$ cat src/fe_pkg.sv
package fe_pkg;

  // basic widths
  localparam int WORD_W   = 16;
  localparam int REG_ID_W = 3;
  localparam int OPCODE_W = 4;
  localparam int FU_W     = 2;
  localparam int COND_W   = 4;
  localparam int CTR_W    = 2;

  // branch history table
  localparam int BHT_ENTRIES = 64;
  localparam int BHT_IDX_W   = $clog2(BHT_ENTRIES);

  typedef logic [WORD_W-1:0]    word_t;
  typedef logic [REG_ID_W-1:0]  reg_id_t;
  typedef logic [OPCODE_W-1:0]  opcode_t;
  typedef logic [FU_W-1:0]      fu_t;
  typedef logic [COND_W-1:0]    cond_t;
  typedef logic [CTR_W-1:0]     ctr_t;
  typedef logic [BHT_IDX_W-1:0] bht_idx_t;

  // major opcodes, instr[15:12]
  localparam opcode_t OP_ADD   = 4'h0;
  localparam opcode_t OP_SUB   = 4'h1;
  localparam opcode_t OP_AND   = 4'h2;
  localparam opcode_t OP_ADDI  = 4'h3;
  localparam opcode_t OP_LOAD  = 4'h4;
  localparam opcode_t OP_STORE = 4'h5;
  localparam opcode_t OP_BCC   = 4'h6;
  localparam opcode_t OP_B     = 4'h7;

  // functional units
  localparam fu_t FU_ALU    = 2'd0;
  localparam fu_t FU_MEM    = 2'd1;
  localparam fu_t FU_BRANCH = 2'd2;

  // weakly not taken
  localparam ctr_t CTR_RESET = 2'b01;

  localparam word_t RESET_PC = 16'h0000;

  // fetch/decode register: pc and instruction
  localparam int FD_W = 2 * WORD_W;

  // decode/branch register: pc, src2_imm, offset, opcode, fu, dest, src1, cond
  // plus we, use_imm, illegal, is_branch, is_cond
  localparam int DB_W = 3 * WORD_W + OPCODE_W + FU_W + 2 * REG_ID_W + COND_W + 5;

endpackage

$ cat src/branch_predictor.sv
`timescale 1ns/1ps

module branch_predictor import fe_pkg::*; (
  input  logic  clk_i,
  input  logic  rst_n_i,
  input  logic  valid_i,
  input  word_t pc_i,
  input  logic  is_branch_i,
  input  logic  is_cond_i,
  input  word_t offset_i,
  input  logic  upd_v_i,
  input  word_t upd_pc_i,
  input  logic  upd_taken_i,
  output logic  redirect_o,
  output word_t target_o
);

  ctr_t     bht_q [BHT_ENTRIES];
  bht_idx_t lookup_idx;
  bht_idx_t upd_idx;
  ctr_t     lookup_ctr;
  ctr_t     upd_ctr;
  ctr_t     upd_ctr_next;

  // bit 0 of pc is always zero
  assign lookup_idx = pc_i[BHT_IDX_W:1];
  assign upd_idx    = upd_pc_i[BHT_IDX_W:1];

  assign lookup_ctr = bht_q[lookup_idx];
  assign upd_ctr    = bht_q[upd_idx];

  // saturating step
  always_comb begin
    upd_ctr_next = upd_ctr;
    if (upd_taken_i && upd_ctr != 2'b11) begin
      upd_ctr_next = upd_ctr + 1'b1;
    end else if (!upd_taken_i && upd_ctr != 2'b00) begin
      upd_ctr_next = upd_ctr - 1'b1;
    end
  end

  always_ff @(posedge clk_i or negedge rst_n_i) begin
    if (!rst_n_i) begin
      for (int i = 0; i < BHT_ENTRIES; i++) begin
        bht_q[i] <= CTR_RESET;
      end
    end else if (upd_v_i) begin
      bht_q[upd_idx] <= upd_ctr_next;
    end
  end

  // B always taken, BCC follows counter msb
  assign redirect_o = valid_i & is_branch_i & (~is_cond_i | lookup_ctr[CTR_W-1]);
  assign target_o   = pc_i + offset_i;

endmodule

$ cat src/decode_stage.sv
`timescale 1ns/1ps

module decode_stage import fe_pkg::*; (
  input  word_t   instr_i,
  output opcode_t opcode_o,
  output fu_t     fu_o,
  output logic    we_o,
  output reg_id_t dest_o,
  output reg_id_t src1_o,
  output word_t   src2_imm_o,
  output logic    use_imm_o,
  output cond_t   cond_o,
  output logic    illegal_o,
  output logic    is_branch_o,
  output logic    is_cond_o,
  output word_t   offset_o
);

  word_t imm6_sext;
  word_t src2_zext;
  word_t off_bcc;
  word_t off_b;

  // fixed field positions
  assign opcode_o = instr_i[15:12];
  assign dest_o   = instr_i[11:9];
  assign src1_o   = instr_i[8:6];

  assign imm6_sext = {{(WORD_W-6){instr_i[5]}}, instr_i[5:0]};
  assign src2_zext = {{(WORD_W-REG_ID_W){1'b0}}, instr_i[5:3]};

  // branch offsets are in halfwords, shifted to bytes
  assign off_bcc = {{(WORD_W-9){instr_i[7]}}, instr_i[7:0], 1'b0};
  assign off_b   = {{(WORD_W-13){instr_i[11]}}, instr_i[11:0], 1'b0};

  always_comb begin
    fu_o        = FU_ALU;
    we_o        = 1'b0;
    src2_imm_o  = '0;
    use_imm_o   = 1'b0;
    cond_o      = '0;
    illegal_o   = 1'b0;
    is_branch_o = 1'b0;
    is_cond_o   = 1'b0;
    offset_o    = '0;

    case (opcode_o)
      OP_ADD, OP_SUB, OP_AND: begin
        we_o       = 1'b1;
        src2_imm_o = src2_zext;
      end
      OP_ADDI: begin
        we_o       = 1'b1;
        src2_imm_o = imm6_sext;
        use_imm_o  = 1'b1;
      end
      OP_LOAD: begin
        fu_o       = FU_MEM;
        we_o       = 1'b1;
        src2_imm_o = imm6_sext;
        use_imm_o  = 1'b1;
      end
      OP_STORE: begin
        // store data comes from dest field, no writeback
        fu_o       = FU_MEM;
        src2_imm_o = imm6_sext;
        use_imm_o  = 1'b1;
      end
      OP_BCC: begin
        fu_o        = FU_BRANCH;
        cond_o      = instr_i[11:8];
        is_branch_o = 1'b1;
        is_cond_o   = 1'b1;
        offset_o    = off_bcc;
      end
      OP_B: begin
        fu_o        = FU_BRANCH;
        is_branch_o = 1'b1;
        offset_o    = off_b;
      end
      default: begin
        // unknown code, treated as a dead alu op
        illegal_o = 1'b1;
      end
    endcase
  end

endmodule

$ cat src/fe_top.sv
`timescale 1ns/1ps

module fe_top import fe_pkg::*; (
  input  logic    clk_i,
  input  logic    rst_n_i,
  input  logic    ready_i,
  input  word_t   imem_data_i,
  input  logic    bht_upd_v_i,
  input  word_t   bht_upd_pc_i,
  input  logic    bht_upd_taken_i,
  output word_t   imem_addr_o,
  output logic    dec_valid_o,
  output word_t   dec_pc_o,
  output opcode_t dec_opcode_o,
  output fu_t     dec_fu_o,
  output logic    dec_we_o,
  output reg_id_t dec_dest_o,
  output reg_id_t dec_src1_o,
  output word_t   dec_src2_imm_o,
  output logic    dec_use_imm_o,
  output cond_t   dec_cond_o,
  output logic    dec_illegal_o,
  output logic    dec_pred_taken_o
);

  logic stall;
  logic flush;
  logic redirect;
  word_t target;
  word_t fetch_pc;

  // fetch/decode register
  logic  fd_valid;
  word_t fd_pc;
  word_t fd_instr;

  // decode outputs
  opcode_t d_opcode;
  fu_t     d_fu;
  logic    d_we;
  reg_id_t d_dest;
  reg_id_t d_src1;
  word_t   d_src2_imm;
  logic    d_use_imm;
  cond_t   d_cond;
  logic    d_illegal;
  logic    d_is_branch;
  logic    d_is_cond;
  word_t   d_offset;

  // decode/branch register
  logic  db_is_branch;
  logic  db_is_cond;
  word_t db_offset;

  assign stall = ~ready_i;
  // wrong-path drop, held back by stall inside the pipes
  assign flush = redirect;

  fetch_stage i_fetch (
    .clk_i      (clk_i),
    .rst_n_i    (rst_n_i),
    .stall_i    (stall),
    .redirect_i (redirect),
    .target_i   (target),
    .pc_o       (fetch_pc),
    .imem_addr_o(imem_addr_o)
  );

  stage_pipe #(.WIDTH(FD_W)) i_fd_pipe (
    .clk_i  (clk_i),
    .rst_n_i(rst_n_i),
    .stall_i(stall),
    .flush_i(flush),
    .valid_i(1'b1),
    .data_i ({fetch_pc, imem_data_i}),
    .valid_o(fd_valid),
    .data_o ({fd_pc, fd_instr})
  );

  decode_stage i_decode (
    .instr_i    (fd_instr),
    .opcode_o   (d_opcode),
    .fu_o       (d_fu),
    .we_o       (d_we),
    .dest_o     (d_dest),
    .src1_o     (d_src1),
    .src2_imm_o (d_src2_imm),
    .use_imm_o  (d_use_imm),
    .cond_o     (d_cond),
    .illegal_o  (d_illegal),
    .is_branch_o(d_is_branch),
    .is_cond_o  (d_is_cond),
    .offset_o   (d_offset)
  );

  stage_pipe #(.WIDTH(DB_W)) i_db_pipe (
    .clk_i  (clk_i),
    .rst_n_i(rst_n_i),
    .stall_i(stall),
    .flush_i(flush),
    .valid_i(fd_valid),
    .data_i ({fd_pc, d_src2_imm, d_offset, d_opcode, d_fu, d_dest, d_src1, d_cond,
              d_we, d_use_imm, d_illegal, d_is_branch, d_is_cond}),
    .valid_o(dec_valid_o),
    .data_o ({dec_pc_o, dec_src2_imm_o, db_offset, dec_opcode_o, dec_fu_o, dec_dest_o,
              dec_src1_o, dec_cond_o, dec_we_o, dec_use_imm_o, dec_illegal_o,
              db_is_branch, db_is_cond})
  );

  branch_predictor i_bp (
    .clk_i      (clk_i),
    .rst_n_i    (rst_n_i),
    .valid_i    (dec_valid_o),
    .pc_i       (dec_pc_o),
    .is_branch_i(db_is_branch),
    .is_cond_i  (db_is_cond),
    .offset_i   (db_offset),
    .upd_v_i    (bht_upd_v_i),
    .upd_pc_i   (bht_upd_pc_i),
    .upd_taken_i(bht_upd_taken_i),
    .redirect_o (redirect),
    .target_o   (target)
  );

  // the branch leaves with its own prediction
  assign dec_pred_taken_o = redirect;

endmodule

$ cat src/fetch_stage.sv
`timescale 1ns/1ps

module fetch_stage import fe_pkg::*; (
  input  logic  clk_i,
  input  logic  rst_n_i,
  input  logic  stall_i,
  input  logic  redirect_i,
  input  word_t target_i,
  output word_t pc_o,
  output word_t imem_addr_o
);

  word_t pc_q;
  word_t pc_d;
  word_t pc_inc;

  // pc is always even, so only bits above bit 0 need the adder
  assign pc_inc = {pc_q[WORD_W-1:1] + 1'b1, 1'b0};

  // hold beats redirect beats increment
  always_comb begin
    if (stall_i) begin
      pc_d = pc_q;
    end else if (redirect_i) begin
      pc_d = target_i;
    end else begin
      pc_d = pc_inc;
    end
  end

  always_ff @(posedge clk_i or negedge rst_n_i) begin
    if (!rst_n_i) begin
      pc_q <= RESET_PC;
    end else begin
      pc_q <= pc_d;
    end
  end

  assign pc_o        = pc_q;
  // memory answers in the same cycle
  assign imem_addr_o = pc_q;

endmodule

$ cat src/stage_pipe.sv
`timescale 1ns/1ps

module stage_pipe #(
  parameter int WIDTH = 32
) (
  input  logic             clk_i,
  input  logic             rst_n_i,
  input  logic             stall_i,
  input  logic             flush_i,
  input  logic             valid_i,
  input  logic [WIDTH-1:0] data_i,
  output logic             valid_o,
  output logic [WIDTH-1:0] data_o
);

  always_ff @(posedge clk_i or negedge rst_n_i) begin
    if (!rst_n_i) begin
      valid_o <= 1'b0;
      data_o  <= '0;
    end else if (!stall_i) begin
      // flush only drops the valid bit, payload still moves
      valid_o <= valid_i & ~flush_i;
      data_o  <= data_i;
    end
  end

endmodule
$ cat config.mk
export PLATFORM = sky130hd
export DESIGN_NAME = fe_top
export DESIGN_NICKNAME = d
export VERILOG_FILES = /design/src/fe_pkg.sv /design/src/branch_predictor.sv /design/src/decode_stage.sv /design/src/fe_top.sv /design/src/fetch_stage.sv /design/src/stage_pipe.sv
export SDC_FILE = /design/constraint.sdc
export NUM_CORES = 1
export LEC_CHECK = 0
export ABC_AREA = 1
export BUFFER_PORTS_ARGS = -buffer_cell sky130_fd_sc_hd__buf_4
export CAP_MARGIN = 20
export CORE_MARGIN = 2
export CORE_UTILIZATION = 25
export CTS_BUF_LIST = sky130_fd_sc_hd__clkbuf_4
export CTS_CLUSTER_DIAMETER = 60
export DETAILED_ROUTE_END_ITERATION = 16
export PLACE_DENSITY = 0.36
export SKIP_LAST_GASP = 1
export SLEW_MARGIN = 20
export SYNTH_ARGS = -nofsm -noshare
export SYNTH_HDL_FRONTEND = slang
export SYNTH_HIERARCHICAL = 1
export SYNTH_SLANG_ARGS = --single-unit
$ cat constraint.sdc
create_clock -name clk_i -period 3.15 [get_ports clk_i]
set_input_delay 0.1575 -clock clk_i [delete_from_list [all_inputs] [get_ports clk_i]]
set_output_delay 0.1575 -clock clk_i [all_outputs]
set_load 0.005 [all_outputs]
==> run_results.csv, run 1 <==
group,metric,value,unit
synthesis,ys_types,45,
worst_setup_path,crit_path_cell_trace,"inv_2 > buf_12 > nand2_1 > nand3_1 > nand3_1 > nand3_1 > nand2_1 > nand2_1 > nand3_1 > nand3_1 > nand3_1 > inv_2 > buf_12 > buf_4",
placement,port_buffers,95,
pwr,power.leakage,9.13,nW
pwr,peakVddDrop,302,uV
cells_and_area,mostFrequentLayoutCells,"952 x nand2_1, 237 x nand3_1, 209 x inv_1",
job,max-cap-violations,0,
worst_setup_path,endpoint_kind,"output pin",
floorplanning,die_x,245,um
synthesis,syn-num-nets,2142,
route,postRouteAntennaNets,0,
worst_setup_path,crit_required,2.99,ns
cells_and_area,final_core_util,30.5,%
synthesis,synth_compound_area_share,3.04,%
clock_tree,cts_tree,"built",
synthesis,synthMuxAreaShare,0,%
timing,maxSlewViolCount,0,
worst_setup_path,slowest_stage,"dfrtp_2",
global_routing,grt_pass1_vias,13300,
placement,numPlacedInstances,2860,
floorplanning,io_pins,106,
floorplanning,dieArea,59800,um2
timing,period_share,92.9,%
global_routing,met2_usage,28.8,%
worst_setup_path,critPathTopFamily,"simple AND/OR/NAND/NOR gates",
pwr,powerDensity,606,nW/um2
synthesis,synth-async-reset-ratio,100,%
cells_and_area,area_growth,21.0,%
worst_setup_path,ff2ff_setup_slack,0.42,ns
timing,tightest_slew,0.841,ns
timing,worst_hold_slack,0.0979,ns
clock_tree,clk_pin_slew_worst_paths,0.06,ns
timing,finalClockSkew,0.0866,ns
route,wl,51200,um
clock_tree,cts-root-buf,"clkbuf_4",
global_routing,grt_overflow,0,
floorplanning,die_height,245,um
cells_and_area,multi_input_area,6500,um2
floorplanning,start_util,25.2,%
global_routing,use_met1,21.7,%
floorplanning,core_area,57500,um2
synthesis,synthSimpleGateAreaFrac,39.2,%
route,viasPerCell,4.41,
synthesis,synth_area_per_cell,6.94,um2
global_routing,busiest_layer,"met2",
synthesis,synthCells,2086,
cells_and_area,nets,2291,
worst_setup_path,worst-path-stages,14,
clock_tree,insertion_delay,0.83,ns
timing,fin_tns_setup,0,ns
worst_setup_path,crit_fanout,16,
synthesis,synth_top_family_by_area,"simple AND/OR/NAND/NOR gates",
route,post_drt_wl_per_cell,16.7,um
worst_setup_path,criticalPathCategory,"flip-flop to output pin",
cells_and_area,nFillCells,6365,
route,drt_iter0_markers,691,
worst_setup_path,crit_buf_inv,5,
synthesis,synth_edf_count,0,
clock_tree,htree_levels,3,
timing,hold_viol,0,
clock_tree,cts.sinks,247,
placement,place_area,15800,um2
cells_and_area,drive_gt1_share,16.6,%
placement,gp_congestion,0.853,
route,drtPass1Iterations,5,
timing,post-route-min-period,2.93,ns
worst_setup_path,r2r_start,"i_bp/bht_q[90]",
status,status,"finished, final reports clean",
synthesis,synth_area,14500,um2
global_routing,antenna_found_initial,2,
synthesis,synth-seq-cells,247,
cells_and_area,final_common_cell,"nand2_1",
placement,post-dp-hpwl,33200,um
cells_and_area,regArea,6260,um2
route,drc,0,
synthesis,synth-xor-area-share,0.908,%
clock_tree,cts-buffers-inserted,80,
worst_setup_path,arrival,2.77,ns
worst_setup_path,r2r-end,"i_bp/bht_q[61]",
synthesis,ys_warn_count,6,
cells_and_area,final_area,17500,um2
worst_setup_path,cp-start-kind,"flip-flop",
timing,setup_viol,0,
global_routing,met3_usage,3.85,%
timing,fmax,0.342,GHz
timing,slew_headroom,43.7,%
cells_and_area,fin_cells,3065,
global_routing,grt_max_degree,113,
worst_setup_path,cp_common_cell,"nand3_1",
min_path,hold_path_class,"primary input to asynchronous set/reset pin",
synthesis,seq_area_frac_synth,43.2,%
worst_setup_path,max_stage_delay,0.45,ns
global_routing,grtUsageTotal,17.2,%
synthesis,synth_fa_ha_area_share,1.69,%
synthesis,synthFlopType,"dfrtp_1",
floorplanning,rows,88,
clock_tree,clk_path_buf_depth,3,
global_routing,grt_first_pass_wirelength,78800,um
worst_setup_path,worst-r2r-cell-count,18,
route,via_count,13500,
## cell usage after synthesis (3+ instances only)
master	instances	area [um2]
nand2_1	953	3580
nand3_1	237	1190
inv_1	212	796
dfrtp_1	183	4580
nor2_1	121	454
dfstp_2	64	1680
buf_4	54	405
a21oi_1	37	185
buf_2	23	115
clkbuf_1	23	86.3
o21ai_0	19	95.1
buf_6	18	203
ha_1	18	225
nor3_1	17	85.1
nand2_2	14	87.6
o21ai_1	13	65.1
xor2_1	13	114
nand4_1	7	43.8
inv_2	6	22.5
nor2_2	6	37.5
nor2_4	6	67.6
clkbuf_4	5	37.5
nand3_2	4	40.0
nand2_4	3	33.8
or2_1	3	18.8
## metrics by stage
step | worst slack (ns) | power [mW]
2_1_floorplan | 0.709 | 5.92
3_3_place_gp | 0.284 | 7.01
3_5_place_dp | 0.272 | 7.03
4_1_cts | 0.0238 | 10.9
5_1_grt | -0.0257 | 11.4
6_report | 0.223 | 10.6
## how the worst max path moves through the flow
stage,startpoint,to,slack [ns]
floorplan,i_db_pipe/data_o[54],i_fetch/imem_addr_o[9],0.71
global placement,bht_upd_pc_i[1],i_bp/bht_q[75],0.28
detailed placement,bht_upd_pc_i[2],i_bp/bht_q[75],0.27
CTS,i_db_pipe/data_o[54],dec_pred_taken_o,0.02
global route,i_db_pipe/data_o[55],dec_pred_taken_o,-0.03
finish,i_db_pipe/data_o[54],dec_pred_taken_o,0.22
## logic make-up (layout without fill, tap and decap cells)
kind of cell	after synthesis	count (layout)
xor+xnor	15	15
other cells	2	6
flops	247	247
compound gates	81	81
simple gates	1374	1374
buf+inv	348	558
fa+ha+maj	19	19
## what timing repair did
| item | 4_1_cts | 5_1_grt |
|---|---|---|
| setup buffers | 0 | 0 |
| endpoints found under the setup margin | 1 | 1 |
| gates resized for setup | 4 | 10 |
| endpoints found under the hold margin | 313 | 0 |
| hold buffers | 58 | 0 |
## per-layer routing
| layer | up-vias | share of wire [%] |
|---|---|---|
| met1 | 6435 | 44 |
| li1 | 6732 | - |
| met2 | 270 | 49 |
| met3 | 91 | 4.4 |
| met5 | - | 0 |
| met4 | 0 | 2.7 |
## cell type report
| cell class | instances | share of cell area, % |
|---|---|---|
| multi-input combinational | 1491 | 37.1 |
| clock buffer | 123 | 5.27 |
| clock inverter | 20 | 0.957 |
| sequential | 247 | 35.7 |
| tap | 765 | 5.46 |
| timing repair buffer | 193 | 10.5 |
| inverter | 222 | 4.84 |
| antenna | 4 | 0.0571 |
## sequential cells by signal (all words and copies together) (netlist names)
signal and count:
i_bp/bht_q 128, i_fetch/imem_addr_o 16, i_fd_pipe/valid_o 1, i_db_pipe/valid_o 1
i_fd_pipe/data_o 32, i_db_pipe/data_o 69
## power breakdown
| group | internal (mW) | switching [mW] |
|---|---|---|
| sequential | 3.79 | 0.532 |
| combinational | 1.03 | 1.66 |
| clock | 2.01 | 1.59 |
Power figures use the tool's default switching activity.
==> inputs of run 2 (changes only) <==
--- a/config.mk
+++ b/config.mk
@@ -9,11 +9,11 @@
 export BUFFER_PORTS_ARGS = -buffer_cell sky130_fd_sc_hd__buf_4
 export CAP_MARGIN = 20
 export CORE_MARGIN = 2
-export CORE_UTILIZATION = 25
+export CORE_UTILIZATION = 63
 export CTS_BUF_LIST = sky130_fd_sc_hd__clkbuf_4
 export CTS_CLUSTER_DIAMETER = 60
 export DETAILED_ROUTE_END_ITERATION = 16
-export PLACE_DENSITY = 0.36
+export PLACE_DENSITY = 0.79
 export SKIP_LAST_GASP = 1
 export SLEW_MARGIN = 20
 export SYNTH_ARGS = -nofsm -noshare
==> run 2 against run 1 <==
Effect of this change: first-iteration DRC count up 95%; hold slack worse by 0.071 ns; sequential share of layout area up 3.0 points.
==> run_results.csv, run 2 (synthesized netlist as in run 1, its figures left out) <==
group,metric,value,unit
worst_setup_path,worst-r2r-cell-count,13,
cells_and_area,largest-register,"i_bp/bht_q",
worst_setup_path,crit_required,2.99,ns
timing,grt_setup_unrepaired,"false",
worst_setup_path,arrival,2.80,ns
worst_setup_path,crit_fanout,11,
route,viasPerCell,5.43,
placement,port_buffers,95,
cells_and_area,final_common_cell,"nand2_1",
timing,hold_viol,0,
route,drt_iter0_markers,1348,
global_routing,busiest_layer,"met2",
pwr,powerDensity,611,nW/um2
floorplanning,dieArea,24200,um2
pwr,power.leakage,8.78,nW
cells_and_area,final_area,16200,um2
job,max-cap-violations,0,
clock_tree,cts-root-buf,"clkbuf_4",
route,postRouteAntennaNets,0,
route,wl,39700,um
timing,fin_ws,0.189,ns
timing,maxSlewViolCount,0,
min_path,hold_path_class,"primary input to asynchronous set/reset pin",
timing,period_share,94.0,%
timing,fin_tns_setup,0,ns
clock_tree,insertion_delay,0.69,ns
route,drc,0,
cells_and_area,mostFrequentLayoutCells,"952 x nand2_1, 237 x nand3_1, 210 x inv_1",
floorplanning,die_height,156,um
global_routing,grtUsageTotal,33.4,%
global_routing,use_met1,42.2,%
floorplanning,rows,55,
worst_setup_path,criticalPathCategory,"flip-flop to output pin",
clock_tree,clk_pin_slew_worst_paths,0.07,ns
cells_and_area,nets,2226,
clock_tree,clk_path_buf_depth,3,
floorplanning,start_util,64.1,%
clock_tree,htree_levels,3,
cells_and_area,largest_reg_flops,128,
global_routing,met3_usage,6.39,%
status,status,"finished, final reports clean",
placement,post-dp-hpwl,25900,um
clock_tree,cts.sinks,247,
worst_setup_path,endpoint_kind,"output pin",
clock_tree,cts_tree,"built",
global_routing,grt_max_degree,77,
route,post_drt_wl_per_cell,15.8,um
placement,pre_cts_ws,0.323,ns
placement,place_area,15100,um2
pwr,peakVddDrop,450,uV
route,drtPass1Iterations,6,
global_routing,grt_overflow,0,
timing,finalClockSkew,0.0312,ns
global_routing,grt_pass1_vias,13200,
worst_setup_path,cp-start-kind,"flip-flop",
floorplanning,core_area,22600,um2
timing,tightest_slew,0.827,ns
placement,numPlacedInstances,2368,
timing,setup_viol,0,
timing,worst_hold_slack,0.0272,ns
global_routing,antenna_found_initial,1,
floorplanning,die_x,156,um
cells_and_area,largestRegisters,"i_bp/bht_q (128), i_db_pipe/data_o (69), i_fd_pipe/data_o (32)",
route,via_count,13600,
timing,fmax,0.338,GHz
timing,slew_headroom,44.7,%
floorplanning,io_pins,106,
global_routing,grt_first_pass_wirelength,64600,um
cells_and_area,fin_cells,2508,
cells_and_area,area_growth,11.7,%
global_routing,met2_usage,55.6,%
placement,gp_congestion,0.944,
clock_tree,cts-buffers-inserted,67,
clock_tree,postCtsSetupBuffers,0,
timing,post-route-min-period,2.96,ns
cells_and_area,drive_gt1_share,15.5,%
-- run 2: cell count changes in the layout (fill, tap and decap cells not counted), sizes merged --
| cell | change |
|---|---|
| clkinvlp | +1 |
| bufinv | -1 |
| diode | -3 |
| clkbuf | -22 |
| dlygate4sd3 | -39 |
| buf | -13 |
-- run 2: per-stage QoR --
step	utilization, %	total power [mW]
CTS	71.6	9.90
global route	71.6	10.5
finish	71.6	9.88
detailed placement	66.8	6.79
global placement	66.8	6.72
floorplan	-	5.92
-- run 2: repair_timing --
item                                   in CTS  in global routing
setup endpoints to repair                   0                  1
endpoints found under the hold margin     232                  0
hold buffers                               18                  0
resized for setup                           0                  6
-- run 2: report_power, final --
group	internal (mW)	switching, mW	total (mW)
Clock	1.64	1.42	3.06
Sequential	3.79	0.525	4.31
Combinational	0.966	1.54	2.51
-- run 2: area by class of cell --
type | count | area [um2]
Multi-Input combinational cell | 1491 | 6500
Timing Repair Buffer | 141 | 1290
Antenna cell | 1 | 2.50
Clock buffer | 101 | 758
Sequential cell | 247 | 6260
Fill cell | 1925 | 6400
Clock inverter | 20 | 141
Tap cell | 285 | 357
Inverter | 222 | 848
-- run 2: path summary, 6_finish.rpt --
check,from,to,slack (ns)
hold / removal,rst_n_i,i_bp/bht_q[107],0.03
setup / recovery,i_db_pipe/data_o[56],dec_pred_taken_o,0.19
hold reg to reg,i_bp/bht_q[126],i_bp/bht_q[126],0.46
setup reg to reg,i_db_pipe/data_o[56],i_fetch/imem_addr_o[12],0.48
max in group asynchronous,rst_n_i,i_bp/bht_q[92],2.11
min in group clk_i,bht_upd_taken_i,i_bp/bht_q[107],0.13
-- run 2: worst max-delay path, stage by stage, from the launching register on --
cell	delay, ns
dfrtp_1	0.67
inv_1	0.31
nand3_1	0.20
nand3_1	0.12
nand2_1	0.13
nand2_1	0.06
nand3_1	0.08
nand3_1	0.07
nand3_1	0.06
inv_1	0.08
buf_4	0.19
buf_4	0.15
-- run 2: per-layer routing --
layer,vias up,wire [um]
li1,6572,-
met1,6342,16000
met2,575,19000
met3,125,3060
met4,0,1570
met5,-,0
